## config.mk

```make
export PLATFORM = sky130hd
export DESIGN_NAME = fpsTop
export DESIGN_NICKNAME = d
export VERILOG_FILES = /design/src/source/fpsCfgPkg.sv /design/src/source/fpsDataPkg.sv /design/src/source/fpsTop.sv /design/src/source/indexPacker.sv /design/src/source/pointBuffer.sv /design/src/source/sampleEngine.sv
export VERILOG_INCLUDE_DIRS = /design/src /design/src/include
export SDC_FILE = /design/constraint.sdc
export NUM_CORES = 2
export LEC_CHECK = 0
export BUFFER_PORTS_ARGS = -buffer_cell sky130_fd_sc_hd__buf_2
export CAP_MARGIN = 10
export CORE_ASPECT_RATIO = 0.6
export CORE_MARGIN = 4
export CORE_UTILIZATION = 38
export DETAILED_ROUTE_END_ITERATION = 10
export HOLD_SLACK_MARGIN = 0.1
export MAX_ROUTING_LAYER = met4
export PLACE_DENSITY_LB_ADDON = 0.3
export SLEW_MARGIN = 20
export SYNTH_ARGS = -nofsm -noshare
export SYNTH_HDL_FRONTEND = slang
export SYNTH_SLANG_ARGS = --single-unit
```

## constraint.sdc

```tcl
create_clock -name clk -period 15.4 [get_ports clk]
set_clock_uncertainty 0.1 [all_clocks]
set_input_delay 3.08 -clock clk [delete_from_list [all_inputs] [get_ports clk]]
set_output_delay 3.08 -clock clk [all_outputs]
set_load 0.02 [all_outputs]
```

## src/include/fps_defines.svh

```systemverilog
// Farthest-point sampler sizing
// Coordinate, index and packing widths shared by all blocks

`ifndef FPS_DEFINES_SVH
`define FPS_DEFINES_SVH

// Point geometry
`define FPS_CRD_WIDTH   8
`define FPS_CRD_DIM     3

// Point store and index sizing
`define FPS_MAX_POINTS  16
`define FPS_IDX_WIDTH   4
`define FPS_CNT_WIDTH   5

// Indices per packed output word
`define FPS_PACK_NUM    4

// Squared distance, two coordinate widths plus carry room for three terms
`define FPS_DIST_WIDTH  (2 * `FPS_CRD_WIDTH + 2)

`endif

```

## src/source/fpsCfgPkg.sv

```systemverilog
// Farthest-point sampler command and status types
// Start command into the engine, busy and done back out

`include "fps_defines.svh"

package fpsCfgPkg;

    // Start strobe with requested number of samples
    typedef struct packed {
        logic                       strobe;
        logic [`FPS_CNT_WIDTH-1:0]  nop;
    } startCmd_t;

    // Busy level and done strobe
    // Done is a single cycle, busy drops with it
    typedef struct packed {
        logic busy;
        logic done;
    } engineStatus_t;

endpackage

```

## src/source/fpsDataPkg.sv

```systemverilog
// Farthest-point sampler data types
// Points, distances, samples and packed index words

`include "fps_defines.svh"

package fpsDataPkg;

    // Bits needed to count 0..FPS_PACK_NUM filled slots
    localparam int SLOT_WIDTH = $clog2(`FPS_PACK_NUM + 1);

    // One point, coordinate 0 in the low byte
    typedef logic [`FPS_CRD_DIM-1:0][`FPS_CRD_WIDTH-1:0] coord_t;

    typedef logic [`FPS_DIST_WIDTH-1:0] dist_t;

    typedef struct packed {
        logic   strobe;
        coord_t coord;
    } pointWrite_t;

    typedef struct packed {
        logic                       strobe;
        logic [`FPS_IDX_WIDTH-1:0]  idx;
        coord_t                     coord;
        logic                       last;
    } sample_t;

    // Slot 0 holds the earliest index of the word
    typedef struct packed {
        logic                                           strobe;
        logic [`FPS_IDX_WIDTH-1:0]                      addr;
        logic [SLOT_WIDTH-1:0]                          numValid;
        logic [`FPS_PACK_NUM-1:0][`FPS_IDX_WIDTH-1:0]   idx;
    } packedWord_t;

endpackage

```

## src/source/fpsTop.sv

```systemverilog
// Farthest-point sampler top level
// Point store feeds the sampling engine, whose samples are also packed
// into index words

`timescale 1ns/1ns

`include "fps_defines.svh"

module fpsTop (
    input  logic                        clk,
    input  logic                        rst_n,
    input  fpsDataPkg::pointWrite_t     pointIn,
    input  fpsCfgPkg::startCmd_t        start,
    output fpsCfgPkg::engineStatus_t    status,
    output fpsDataPkg::sample_t         sample,
    output fpsDataPkg::packedWord_t     word
);

    // Engine read port into the point store
    logic [`FPS_IDX_WIDTH-1:0]  rdIdx;
    fpsDataPkg::coord_t         rdCoord;
    logic [`FPS_CNT_WIDTH-1:0]  count;

    pointBuffer uPointBuffer (
        .clk     (clk),
        .rst_n   (rst_n),
        .pointIn (pointIn),
        .status  (status),
        .rdIdx   (rdIdx),
        .rdCoord (rdCoord),
        .count   (count)
    );

    sampleEngine uSampleEngine (
        .clk     (clk),
        .rst_n   (rst_n),
        .start   (start),
        .count   (count),
        .rdIdx   (rdIdx),
        .rdCoord (rdCoord),
        .status  (status),
        .sample  (sample)
    );

    indexPacker uIndexPacker (
        .clk    (clk),
        .rst_n  (rst_n),
        .sample (sample),
        .word   (word)
    );

endmodule

```

## src/source/indexPacker.sv

```systemverilog
// Sample index packer
// Collects selected indices four to a word with a running word address
// and flushes a partly filled word after the last sample of a run

`timescale 1ns/1ns

`include "fps_defines.svh"

module indexPacker (
    input  logic                    clk,
    input  logic                    rst_n,
    input  fpsDataPkg::sample_t     sample,
    output fpsDataPkg::packedWord_t word
);

    logic [fpsDataPkg::SLOT_WIDTH-1:0]              slotCnt;
    logic [`FPS_IDX_WIDTH-1:0]                      wordAddr;
    logic [`FPS_PACK_NUM-1:0][`FPS_IDX_WIDTH-1:0]   slots;
    logic [`FPS_PACK_NUM-1:0][`FPS_IDX_WIDTH-1:0]   filled;
    logic                                           wordFull;
    fpsDataPkg::packedWord_t                        wordQ;

    //========================================
    // Slot fill
    //========================================
    always_comb begin
        filled = slots;
        for (int i = 0; i < `FPS_PACK_NUM; i++) begin
            if (fpsDataPkg::SLOT_WIDTH'(i) == slotCnt) begin
                filled[i] = sample.idx;
            end
        end
    end

    assign wordFull = (slotCnt == fpsDataPkg::SLOT_WIDTH'(`FPS_PACK_NUM - 1));

    //========================================
    // Word emission
    //========================================
    always_ff @(posedge clk or negedge rst_n) begin
        if (!rst_n) begin
            slotCnt  <= '0;
            wordAddr <= '0;
            slots    <= '0;
            wordQ    <= '0;
        end else begin
            wordQ.strobe <= 1'b0;
            if (sample.strobe) begin
                if (wordFull || sample.last) begin
                    wordQ <= '{strobe: 1'b1, addr: wordAddr,
                               numValid: slotCnt + fpsDataPkg::SLOT_WIDTH'(1),
                               idx: filled};
                    slotCnt <= '0;
                    // Unused slots of a partial word read as zero
                    slots   <= '0;
                    if (sample.last) begin
                        wordAddr <= '0;
                    end else begin
                        wordAddr <= wordAddr + `FPS_IDX_WIDTH'(1);
                    end
                end else begin
                    slots   <= filled;
                    slotCnt <= slotCnt + fpsDataPkg::SLOT_WIDTH'(1);
                end
            end
        end
    end

    assign word = wordQ;

endmodule

```

## src/source/pointBuffer.sv

```systemverilog
// Point store of the farthest-point sampler
// Collects incoming points while the engine is idle, counts them and
// serves coordinates to the engine through a combinational read port

`timescale 1ns/1ns

`include "fps_defines.svh"

module pointBuffer (
    input  logic                        clk,
    input  logic                        rst_n,
    input  fpsDataPkg::pointWrite_t     pointIn,
    input  fpsCfgPkg::engineStatus_t    status,
    input  logic [`FPS_IDX_WIDTH-1:0]   rdIdx,
    output fpsDataPkg::coord_t          rdCoord,
    output logic [`FPS_CNT_WIDTH-1:0]   count
);

    fpsDataPkg::coord_t pointMem [`FPS_MAX_POINTS];

    // Next free slot, equal to the number of loaded points
    logic [`FPS_CNT_WIDTH-1:0] wrPtr;
    logic                      isFull;
    logic                      wrAccept;

    assign isFull   = (wrPtr == `FPS_CNT_WIDTH'(`FPS_MAX_POINTS));
    assign wrAccept = pointIn.strobe && !status.busy && !isFull;

    //========================================
    // Write pointer
    //========================================
    always_ff @(posedge clk or negedge rst_n) begin
        if (!rst_n) begin
            wrPtr <= '0;
        end else if (status.done) begin
            // Run finished, next run needs a fresh load
            wrPtr <= '0;
        end else if (wrAccept) begin
            wrPtr <= wrPtr + `FPS_CNT_WIDTH'(1);
        end
    end

    //========================================
    // Storage
    //========================================
    always_ff @(posedge clk) begin
        if (wrAccept && !status.done) begin
            pointMem[wrPtr[`FPS_IDX_WIDTH-1:0]] <= pointIn.coord;
        end
    end

    assign rdCoord = pointMem[rdIdx];
    assign count   = wrPtr;

endmodule

```

## src/source/sampleEngine.sv

```systemverilog
// Farthest-point sampling engine
// Picks point 0 first, then repeatedly scans all loaded points, one per
// cycle, lowering each point's minimum squared distance to the chosen set
// and selecting the unselected point with the largest minimum

`timescale 1ns/1ns

`include "fps_defines.svh"

module sampleEngine (
    input  logic                        clk,
    input  logic                        rst_n,
    input  fpsCfgPkg::startCmd_t        start,
    input  logic [`FPS_CNT_WIDTH-1:0]   count,
    output logic [`FPS_IDX_WIDTH-1:0]   rdIdx,
    input  fpsDataPkg::coord_t          rdCoord,
    output fpsCfgPkg::engineStatus_t    status,
    output fpsDataPkg::sample_t         sample
);

    typedef enum logic [1:0] {
        StIdle,
        StFirst,
        StScan
    } state_t;

    state_t                         state;
    logic [`FPS_CNT_WIDTH-1:0]      effCnt;
    logic [`FPS_CNT_WIDTH-1:0]      effCntReq;
    logic [`FPS_CNT_WIDTH-1:0]      numSel;
    logic [`FPS_IDX_WIDTH-1:0]      scanIdx;
    logic [`FPS_MAX_POINTS-1:0]     selMask;
    fpsDataPkg::coord_t             centre;
    fpsDataPkg::dist_t              minDist [`FPS_MAX_POINTS];
    fpsDataPkg::sample_t            sampleQ;
    logic                           doneQ;

    // Running best of the current scan
    logic                           bestValid;
    fpsDataPkg::dist_t              bestDist;
    logic [`FPS_IDX_WIDTH-1:0]      bestIdx;
    fpsDataPkg::coord_t             bestCoord;

    // Candidate evaluation
    fpsDataPkg::dist_t              candDist;
    fpsDataPkg::dist_t              candMin;
    logic                           takeCand;
    logic                           startRun;
    logic                           finishing;
    logic                           scanStep;
    logic                           scanEnd;
    logic                           lastPick;

    assign effCntReq = (start.nop > count) ? count : start.nop;
    assign startRun  = (state == StIdle) && start.strobe;
    assign finishing = sampleQ.strobe && sampleQ.last;
    assign scanStep  = (state == StScan) && !finishing;
    assign scanEnd   = ({1'b0, scanIdx} == count - `FPS_CNT_WIDTH'(1));
    assign lastPick  = (numSel + `FPS_CNT_WIDTH'(1) == effCnt);

    // Scan index is 0 outside a scan, so point 0 is read for the first pick
    assign rdIdx = scanIdx;

    //========================================
    // Squared distance to current centre
    //========================================
    always_comb begin
        logic [`FPS_CRD_WIDTH-1:0]   absDiff;
        logic [2*`FPS_CRD_WIDTH-1:0] sq;
        candDist = '0;
        for (int d = 0; d < `FPS_CRD_DIM; d++) begin
            absDiff = (centre[d] > rdCoord[d]) ? centre[d] - rdCoord[d]
                                               : rdCoord[d] - centre[d];
            sq = {{`FPS_CRD_WIDTH{1'b0}}, absDiff} * {{`FPS_CRD_WIDTH{1'b0}}, absDiff};
            candDist = candDist + fpsDataPkg::dist_t'(sq);
        end
    end

    assign candMin = (candDist < minDist[scanIdx]) ? candDist : minDist[scanIdx];

    // Strictly greater replaces, so the lowest index wins a tie
    assign takeCand = !selMask[scanIdx] && (!bestValid || candMin > bestDist);

    //========================================
    // Minimum-distance array
    //========================================
    always_ff @(posedge clk) begin
        if (startRun) begin
            for (int i = 0; i < `FPS_MAX_POINTS; i++) begin
                minDist[i] <= '1;
            end
        end else if (scanStep) begin
            minDist[scanIdx] <= candMin;
        end
    end

    //========================================
    // Control FSM and selection
    //========================================
    always_ff @(posedge clk or negedge rst_n) begin
        if (!rst_n) begin
            state     <= StIdle;
            effCnt    <= '0;
            numSel    <= '0;
            scanIdx   <= '0;
            selMask   <= '0;
            centre    <= '0;
            sampleQ   <= '0;
            doneQ     <= 1'b0;
            bestValid <= 1'b0;
            bestDist  <= '0;
            bestIdx   <= '0;
            bestCoord <= '0;
        end else begin
            sampleQ.strobe <= 1'b0;
            doneQ          <= 1'b0;
            case (state)
                StIdle: begin
                    if (start.strobe) begin
                        effCnt <= effCntReq;
                        if (effCntReq == '0) begin
                            doneQ <= 1'b1;
                        end else begin
                            // Point 0 is always the first sample
                            sampleQ   <= '{strobe: 1'b1, idx: '0, coord: rdCoord,
                                           last: (effCntReq == `FPS_CNT_WIDTH'(1))};
                            centre    <= rdCoord;
                            selMask   <= `FPS_MAX_POINTS'(1);
                            numSel    <= `FPS_CNT_WIDTH'(1);
                            bestValid <= 1'b0;
                            state     <= StFirst;
                        end
                    end
                end
                StFirst: begin
                    if (finishing) begin
                        doneQ <= 1'b1;
                        state <= StIdle;
                    end else begin
                        state <= StScan;
                    end
                end
                StScan: begin
                    if (finishing) begin
                        doneQ <= 1'b1;
                        state <= StIdle;
                    end else if (scanEnd) begin
                        // Winner of this scan becomes the next centre
                        sampleQ <= '{strobe: 1'b1,
                                     idx: takeCand ? scanIdx : bestIdx,
                                     coord: takeCand ? rdCoord : bestCoord,
                                     last: lastPick};
                        selMask[takeCand ? scanIdx : bestIdx] <= 1'b1;
                        centre    <= takeCand ? rdCoord : bestCoord;
                        numSel    <= numSel + `FPS_CNT_WIDTH'(1);
                        scanIdx   <= '0;
                        bestValid <= 1'b0;
                    end else begin
                        if (takeCand) begin
                            bestValid <= 1'b1;
                            bestDist  <= candMin;
                            bestIdx   <= scanIdx;
                            bestCoord <= rdCoord;
                        end
                        scanIdx <= scanIdx + `FPS_IDX_WIDTH'(1);
                    end
                end
                default: state <= StIdle;
            endcase
        end
    end

    assign sample      = sampleQ;
    assign status.busy = (state != StIdle);
    assign status.done = doneQ;

endmodule

```

# After elaboration in Yosys (flattened, before gate mapping)
# Memories as Yosys holds them, arrays and structs flattened.
# Index checks and enable logic that the tools add are counted.
# W data, S select, Z words.
totals:
  register_bits: 186
  wordCells: 182
  n_memories: 2
  mem_bits_rw: 672
  in_bits: 33
  output_inout_bits: 56
op_classes:
  muxes: 68
  n_lt_le_gt_ge: 9
  n_mul: 3
  bitwise: 3
  n_addsub: 14
  n_eq_ne: 16
  n_reduce_logical: 32
memory_table:
  columns: ["name", "depth", "width", "rd", "rd_clocked_by_memory_dff", "write_ports", "line_no", "text"]
  rows:
  - ["uPointBuffer.pointMem", 16, 24, 1, 0, 1, "pointBuffer.sv:19", "fpsDataPkg::coord_t pointMem [`FPS_MAX_POINTS];"]
  - ["uSampleEngine.minDist", 16, 18, 1, 0, 16, "sampleEngine.sv:34", "fpsDataPkg::dist_t minDist [`FPS_MAX_POINTS];"]
op_table:
  columns: ["operator", "n"]
  rows:
  - ["$mux W24", 7]
  - ["$mux W30", 4]
  - ["$mux W16", 5]
  - ["$pmux W30 S2", 1]
  - ["$mul A8 B8 Y16", 3]
  - ["$pmux W24 S2", 1]
  - ["$sub A8 B8 Y8", 6]
  - ["$mux W18", 2]
  - ["$mux W5", 7]
  - ["$mux W4", 8]
  - ["$pmux W16 S2", 1]
  - ["$gt A8 B8 Y1", 3]
  - ["$mux W8", 3]
  - ["$add A18 B16 Y18", 1]
  - ["$gt A18 B18 Y1", 1]
  - ["$lt A18 B18 Y1", 1]
  - ["$mux W1", 18]
  - ["$reduce_or A18 Y1", 1]
  - ["$add A16 B16 Y17", 1]
  - ["$or A16 B16 Y16", 1]
  - ["$add A5 B1 Y5 const B", 2]
  - ["$lt A4 B5 Y1 const B", 2]
  - ["$pmux W5 S2", 1]
  - ["$reduce_and A5 Y1", 2]
  - ["other kinds (35)", 63]

# Longest topological paths before layout
# An unclocked memory read counts as a cell.
logic_depth:
  depth_word: 20
  depth_mapped: 70
  depth_no_buf: 60

# Hierarchy
# Synthesis repeated with hierarchy kept, for this count alone.
unflattened:
  cells_unflattened: 3255
  area_unflattened_um2: 44455.1
modules_own_cells:
  columns: ["module", "cells_each", "instances", "area_each_um2", "seq_area_each_um2"]
  rows:
  - ["sampleEngine", 2432, 1, 27572.7, 12001.5]
  - ["pointBuffer", 650, 1, 14825.5, 11656.2]
  - ["indexPacker", 173, 1, 2057.0, 1176.1]

# Worst setup path after synthesis
# OpenSTA, ideal clock, no wires.
synth_timing:
  path_type: "flip-flop to flip-flop"
  start: "register uSampleEngine.scanIdx[0] (netlist: uSampleEngine.rdIdx[0])"
  end: "register uSampleEngine.selMask[0]"
  path_stages_with_launch: 62
  path_slack_ns: -1.252
  arrival_time_ns: 16.420
  required_time_ns: 15.169
  cell_sequence: "dfrtp_1 > buf_6 > buf_2 > buf_2 > buf_1 > mux4_2 > mux4_2 > ha_1 > clkbuf_1 > a211o_1 > o211ai_1 > o211ai_1 > and2_1 > clkbuf_1 > o311ai_1 > a2111o_1 > nand4_1 > nor2_1 > [... 26 more ...] > o211a_1 > a211oi_4 > buf_2 > nor2_1 > a21oi_2 > buf_2 > inv_1 > ha_1 > a211o_1 > a21oi_1 > o211ai_1 > a2111oi_1 > or3_1 > buf_2 > buf_6 > mux2i_1 > nor3_1 > or3_1"
synth_between:
  elab_chain_len: 20
  word_cells_on_any_way: 40
  classes_between: "8 x add/sub; 3 x mul; 7 x order compare; 2 x eq/ne; 12 x mux; 1 x bitwise; 5 x reduce/logical; 2 x memory"
synth_lines:
  columns: ["element", "line_no", "text"]
  rows:
  - ["start: declaration", "sampleEngine.sv:31", "logic [`FPS_IDX_WIDTH-1:0] scanIdx;"]
  - ["start signal: assignment", "sampleEngine.sv:165", "scanIdx <= scanIdx + `FPS_IDX_WIDTH'(1);"]
  - ["$mem_v2 Z16 W24", null, null]
  - ["$sub A8 B8 Y8, or another cell as far along", "sampleEngine.sv:73", ": rdCoord[d] - centre[d];"]
  - ["$mux W8", "sampleEngine.sv:72", "absDiff = (centre[d] > rdCoord[d]) ? centre[d] - rdCoord[d]"]
  - ["$mul A8 B8 Y16", "sampleEngine.sv:74", "sq = {{`FPS_CRD_WIDTH{1'b0}}, absDiff} * {{`FPS_CRD_WIDTH{1'b0}}, absDiff};"]
  - ["$add A16 B16 Y17", "sampleEngine.sv:75", "candDist = candDist + fpsDataPkg::dist_t'(sq);"]
  - ["$add A18 B16 Y18", "sampleEngine.sv:75", null]
  - ["$lt A18 B18 Y1", "sampleEngine.sv:79", "assign candMin = (candDist < minDist[scanIdx]) ? candDist : minDist[scanIdx];"]
  - ["$mux W18 *", "sampleEngine.sv:79", null]
  - ["named net uSampleEngine.candMin[7]", "sampleEngine.sv:46", "fpsDataPkg::dist_t candMin;"]
  - ["[... 4 more ...]", null, null]
  - ["$lt A4 B5 Y1 (not written as such) / $ge A4 B1 Y1 (equally long branches)", "sampleEngine.sv:153", "selMask[takeCand ? scanIdx : bestIdx] <= 1'b1;"]
  - ["$logic_and A1 B1 Y1 (not written as such)", "sampleEngine.sv:153", null]
  - ["$mux W1", "sampleEngine.sv:153", null]
  - ["$demux W1 S4 *", null, null]
  - ["$or A16 B16 Y16 (no source line) *", null, null]
  - ["$mux W16 *", "sampleEngine.sv:147", "end else if (scanEnd) begin"]
  - ["$mux W16 *", "sampleEngine.sv:144", "if (finishing) begin"]
  - ["$pmux W16 S2 *", "sampleEngine.sv:117", "case (state)"]
  - ["end signal: assignment", "sampleEngine.sv:128", "selMask <= `FPS_MAX_POINTS'(1);"]
  - ["end: declaration", "sampleEngine.sv:32", "logic [`FPS_MAX_POINTS-1:0] selMask;"]
# The timed path passes the listed nets; every way through them passes the cells marked *. The select of a mux whose other input is x is not followed.
# A chain may end at the register's enable or synchronous reset.

# Worst setup path after layout
layout_timing:
  start: "register uSampleEngine.scanIdx[0] (netlist: uSampleEngine.rdIdx[0])"
  end: "register uSampleEngine.bestCoord[9] (netlist bit)"
layout_between:
  elab_chain_len: 12
  word_cells_on_any_way: 31
  classes_between: "8 x add/sub; 3 x mul; 5 x order compare; 1 x eq/ne; 7 x mux; 1 x bitwise; 4 x reduce/logical; 2 x memory"
layout_lines:
  columns: ["element", "line_no", "text"]
  rows:
  - ["$mem_v2 Z16 W24", null, null]
  - ["$sub A8 B8 Y8, or another cell as far along", "sampleEngine.sv:73", null]
  - ["$mux W8", "sampleEngine.sv:72", null]
  - ["$mul A8 B8 Y16", "sampleEngine.sv:74", null]
  - ["$add A16 B16 Y17", "sampleEngine.sv:75", null]
  - ["$add A18 B16 Y18", "sampleEngine.sv:75", null]
  - ["$lt A18 B18 Y1", "sampleEngine.sv:79", null]
  - ["$mux W18 *", "sampleEngine.sv:79", null]
  - ["named net uSampleEngine.candMin[1]", "sampleEngine.sv:46", null]
  - ["$gt A18 B18 Y1 *", "sampleEngine.sv:82", "assign takeCand = !selMask[scanIdx] && (!bestValid || candMin > bestDist);"]
  - ["$logic_or A1 B1 Y1 *", "sampleEngine.sv:82", null]
  - ["$logic_and A1 B1 Y1 *", "sampleEngine.sv:82", null]
  - ["$mux W24 *", "sampleEngine.sv:159", "if (takeCand) begin"]
  - ["end signal: assignment", "sampleEngine.sv:163", "bestCoord <= rdCoord;"]
  - ["end: declaration", "sampleEngine.sv:42", "fpsDataPkg::coord_t bestCoord;"]
# Marks and branches as above.

==> run metrics <==
vias in the first global route 26,600; Max-Cap Viols 0; Cell Rows 96; critical path endpoint category flip-flop; Multi-input gate area 18,600 sq um; synthesis-to-finish area growth 19.6%; Worst EP required 15,850 ps; Yosys top cell area share 0.459; FMAX 65.1 MHz; Final setup violation count 0; clock tree buffer depth 3; Max Slew Vio Count 0; Hold Buf Count CTS 0; worst slew pin tran 1120 ps; initial antenna violation count 14; Mapped Area 44,000 sq um; status complete, no violations; global placement routability congestion 0.864; WL per Instance 22.9 microns; Worst-Skew Late Latency 710 ps; TritonCTS buffer count 82; nets 3,885; root buf cell clkbuf_16; vias 27,200; post-synth top area cell edfxtp_1; Crit path top cell by count fa_1; H-tree levels 3; post-DP HPWL 78,200 microns; top_reg_cell synth edfxtp_1; Seq/Total Area, Yosys 0.564; first-pass GRT wire length 173,000 microns; net count after synthesis 3,572; Worst Path Max Fanout 7; Synth Instances 3,219; top-level port count 89; core area 115,000 sq um; Mean Syn Cell Area 13.7 sq um; final hold violation count 0; Post-synth EDFFs 672; DRT iter0 DRCs 2,790; vias per std cell 5.30; hold_ws 370 ps; asr flop ratio synth 0.217; crit path DAT 15,810 ps; RSZ-0062 raised after global routing yes; flop and latch count out of synthesis 858; relative slew slack 0.246; delay of the slowest critical-path stage 630 ps; total track usage 0.196; Final Cell Area 52,600 sq um; Fill cells 10,100; TritonRoute pass-1 iters 7; die height 272 microns; Initial Util 0.384; total wire length 118,000 microns; Hold Crit Class flip-flop to flip-flop; GRT overflow 0; Yosys cell types 73; post-layout min period 15,360 ps; register area 24,800 sq um; pin count of the biggest net entering global routing 110; DRC violations left 0; CTS sink cnt 858; YS warnings 0; Setup CP Type flip-flop to flip-flop; # port buffers 88; DIE AREA 121,000 sq um; TritonCTS clock tree built; Clock transition at path regs 70 ps; Core Util, Final 0.459; Placed Area 47,800 sq um; antenna-violating nets left 0; share of layout cells above drive strength 1 0.272; Die W 447 microns; fin crit share 0.997; Max stage delay cell, worst path mux4_2; Worst setup SP type flip-flop; synth top area cells edfxtp_1, mux4_2, dfrtp_1
-- per-stage QoR --
stage | cells | setup TNS [ps] | setup slack (ps)
detailed placement | 4891 | -10000 | -426
finish | 5130 | 0 | 44.3
CTS | 5057 | 0 | 7.48
global placement | 4889 | -2230 | -208
floorplan | 3219 | 0 | 2.79
global route | 5126 | -43970 | -508
-- cell usage in the layout, fill, tap and decap left out, types with 37 or more instances in the layout --
| cell type | synthesis | routed |
|---|---|---|
| clkbuf_16 | 0 | 87 |
| nand2_1 | 453 | 450 |
| edfxtp_1 | 672 | 672 |
| a21oi_1 | 73 | 49 |
| dfrtp_1 | 186 | 182 |
| o21ai_0 | 122 | 103 |
| ha_1 | 198 | 171 |
| mux2i_1 | 71 | 60 |
| xnor2_1 | 45 | 40 |
| nor2_4 | 0 | 37 |
| fa_1 | 122 | 120 |
| buf_4 | 8 | 232 |
| buf_2 | 30 | 87 |
| mux4_2 | 213 | 213 |
| nor2_1 | 177 | 123 |
| inv_1 | 327 | 314 |
-- registers in the layout, indices dropped and copies added (netlist names), 18 cells and up --
register,count
uSampleEngine.centre,24
uSampleEngine.bestCoord,24
uSampleEngine.bestDist,18
uIndexPacker.word,24
uSampleEngine.sample,30
uSampleEngine.minDist,288
uPointBuffer.pointMem,384
-- routing by layer --
layer,track usage,vias up,share of wire
met3,0.0599,123,0.094
met5,-,-,0
li1,-,12200,-
met4,0.0340,0,0.014
met2,0.259,967,0.41
met1,0.298,13900,0.48
-- final timing paths --
check / slack [ps] / to / cells after the start / startpoint
max: 40 / uSampleEngine.bestCoord[9] / 60 / uSampleEngine.rdIdx[0]
min: 370 / uSampleEngine.selMask[0] / 1 / uSampleEngine.selMask[0]
max reg2reg: 40 / uSampleEngine.bestCoord[9] / 60 / uSampleEngine.rdIdx[0]
min reg2reg: 370 / uSampleEngine.selMask[0] / 1 / uSampleEngine.selMask[0]
max in group asynchronous: 10650 / uSampleEngine.rdIdx[0] / 3 / rst_n
min in group asynchronous: 2290 / uIndexPacker.word[14] / 1 / rst_n
-- synthesized netlist by cell type (23+ instances only) --
master	n
a21oi_1	73
a22o_1	32
a22oi_1	24
buf_1	31
buf_2	30
clkbuf_1	76
dfrtp_1	186
edfxtp_1	672
fa_1	122
ha_1	198
inv_1	327
mux2_2	23
mux2i_1	71
mux4_2	213
nand2_1	453
nor2_1	177
nor3_1	28
o21ai_0	122
xnor2_1	45
xor2_1	25
-- critical path: cells and delay by family, from the launching register on --
family,cells,cell delay [ps]
AO/OA/AOI/OAI,12,2600
XOR/XNOR,2,330
adder cells (fa/ha/maj),15,6360
buffers and inverters,17,1920
flip-flops,1,540
multiplexers,3,1480
AND/OR/NAND/NOR,11,1860
-- area by class of cell --
type	instances	area share
clock buffers	99	0.0408
inverters	328	0.0234
well taps	1519	0.0361
clock inverters	51	0.0107
diodes	13	0.000618
repair buffers	380	0.0621
flip-flops and latches	858	0.472
multi-input cells	1882	0.354
-- cell families (layout without fill, tap and decap cells) --
logic type | after synthesis | in the layout | synth area share
simple gates | 793 | 794 | 0.0760
fa+ha+maj | 320 | 320 | 0.112
flops | 858 | 858 | 0.564
xor+xnor | 70 | 70 | 0.0139
other cells | 0 | 13 | 0
mux | 317 | 317 | 0.134
compound gates | 381 | 381 | 0.0567
buf+inv | 480 | 858 | 0.0435
-- what timing repair did --
| item | CTS | global route |
|---|---|---|
| cloned | 4 | 8 |
| endpoints found under the setup margin | 109 | 114 |
| resized for setup | 30 | 218 |
| pin swaps | 4 | 62 |
| buffers inserted | 12 | 49 |
Power is not shown: default switching activity piles up to over one toggle a cycle in this logic, so the estimate is an artifact.
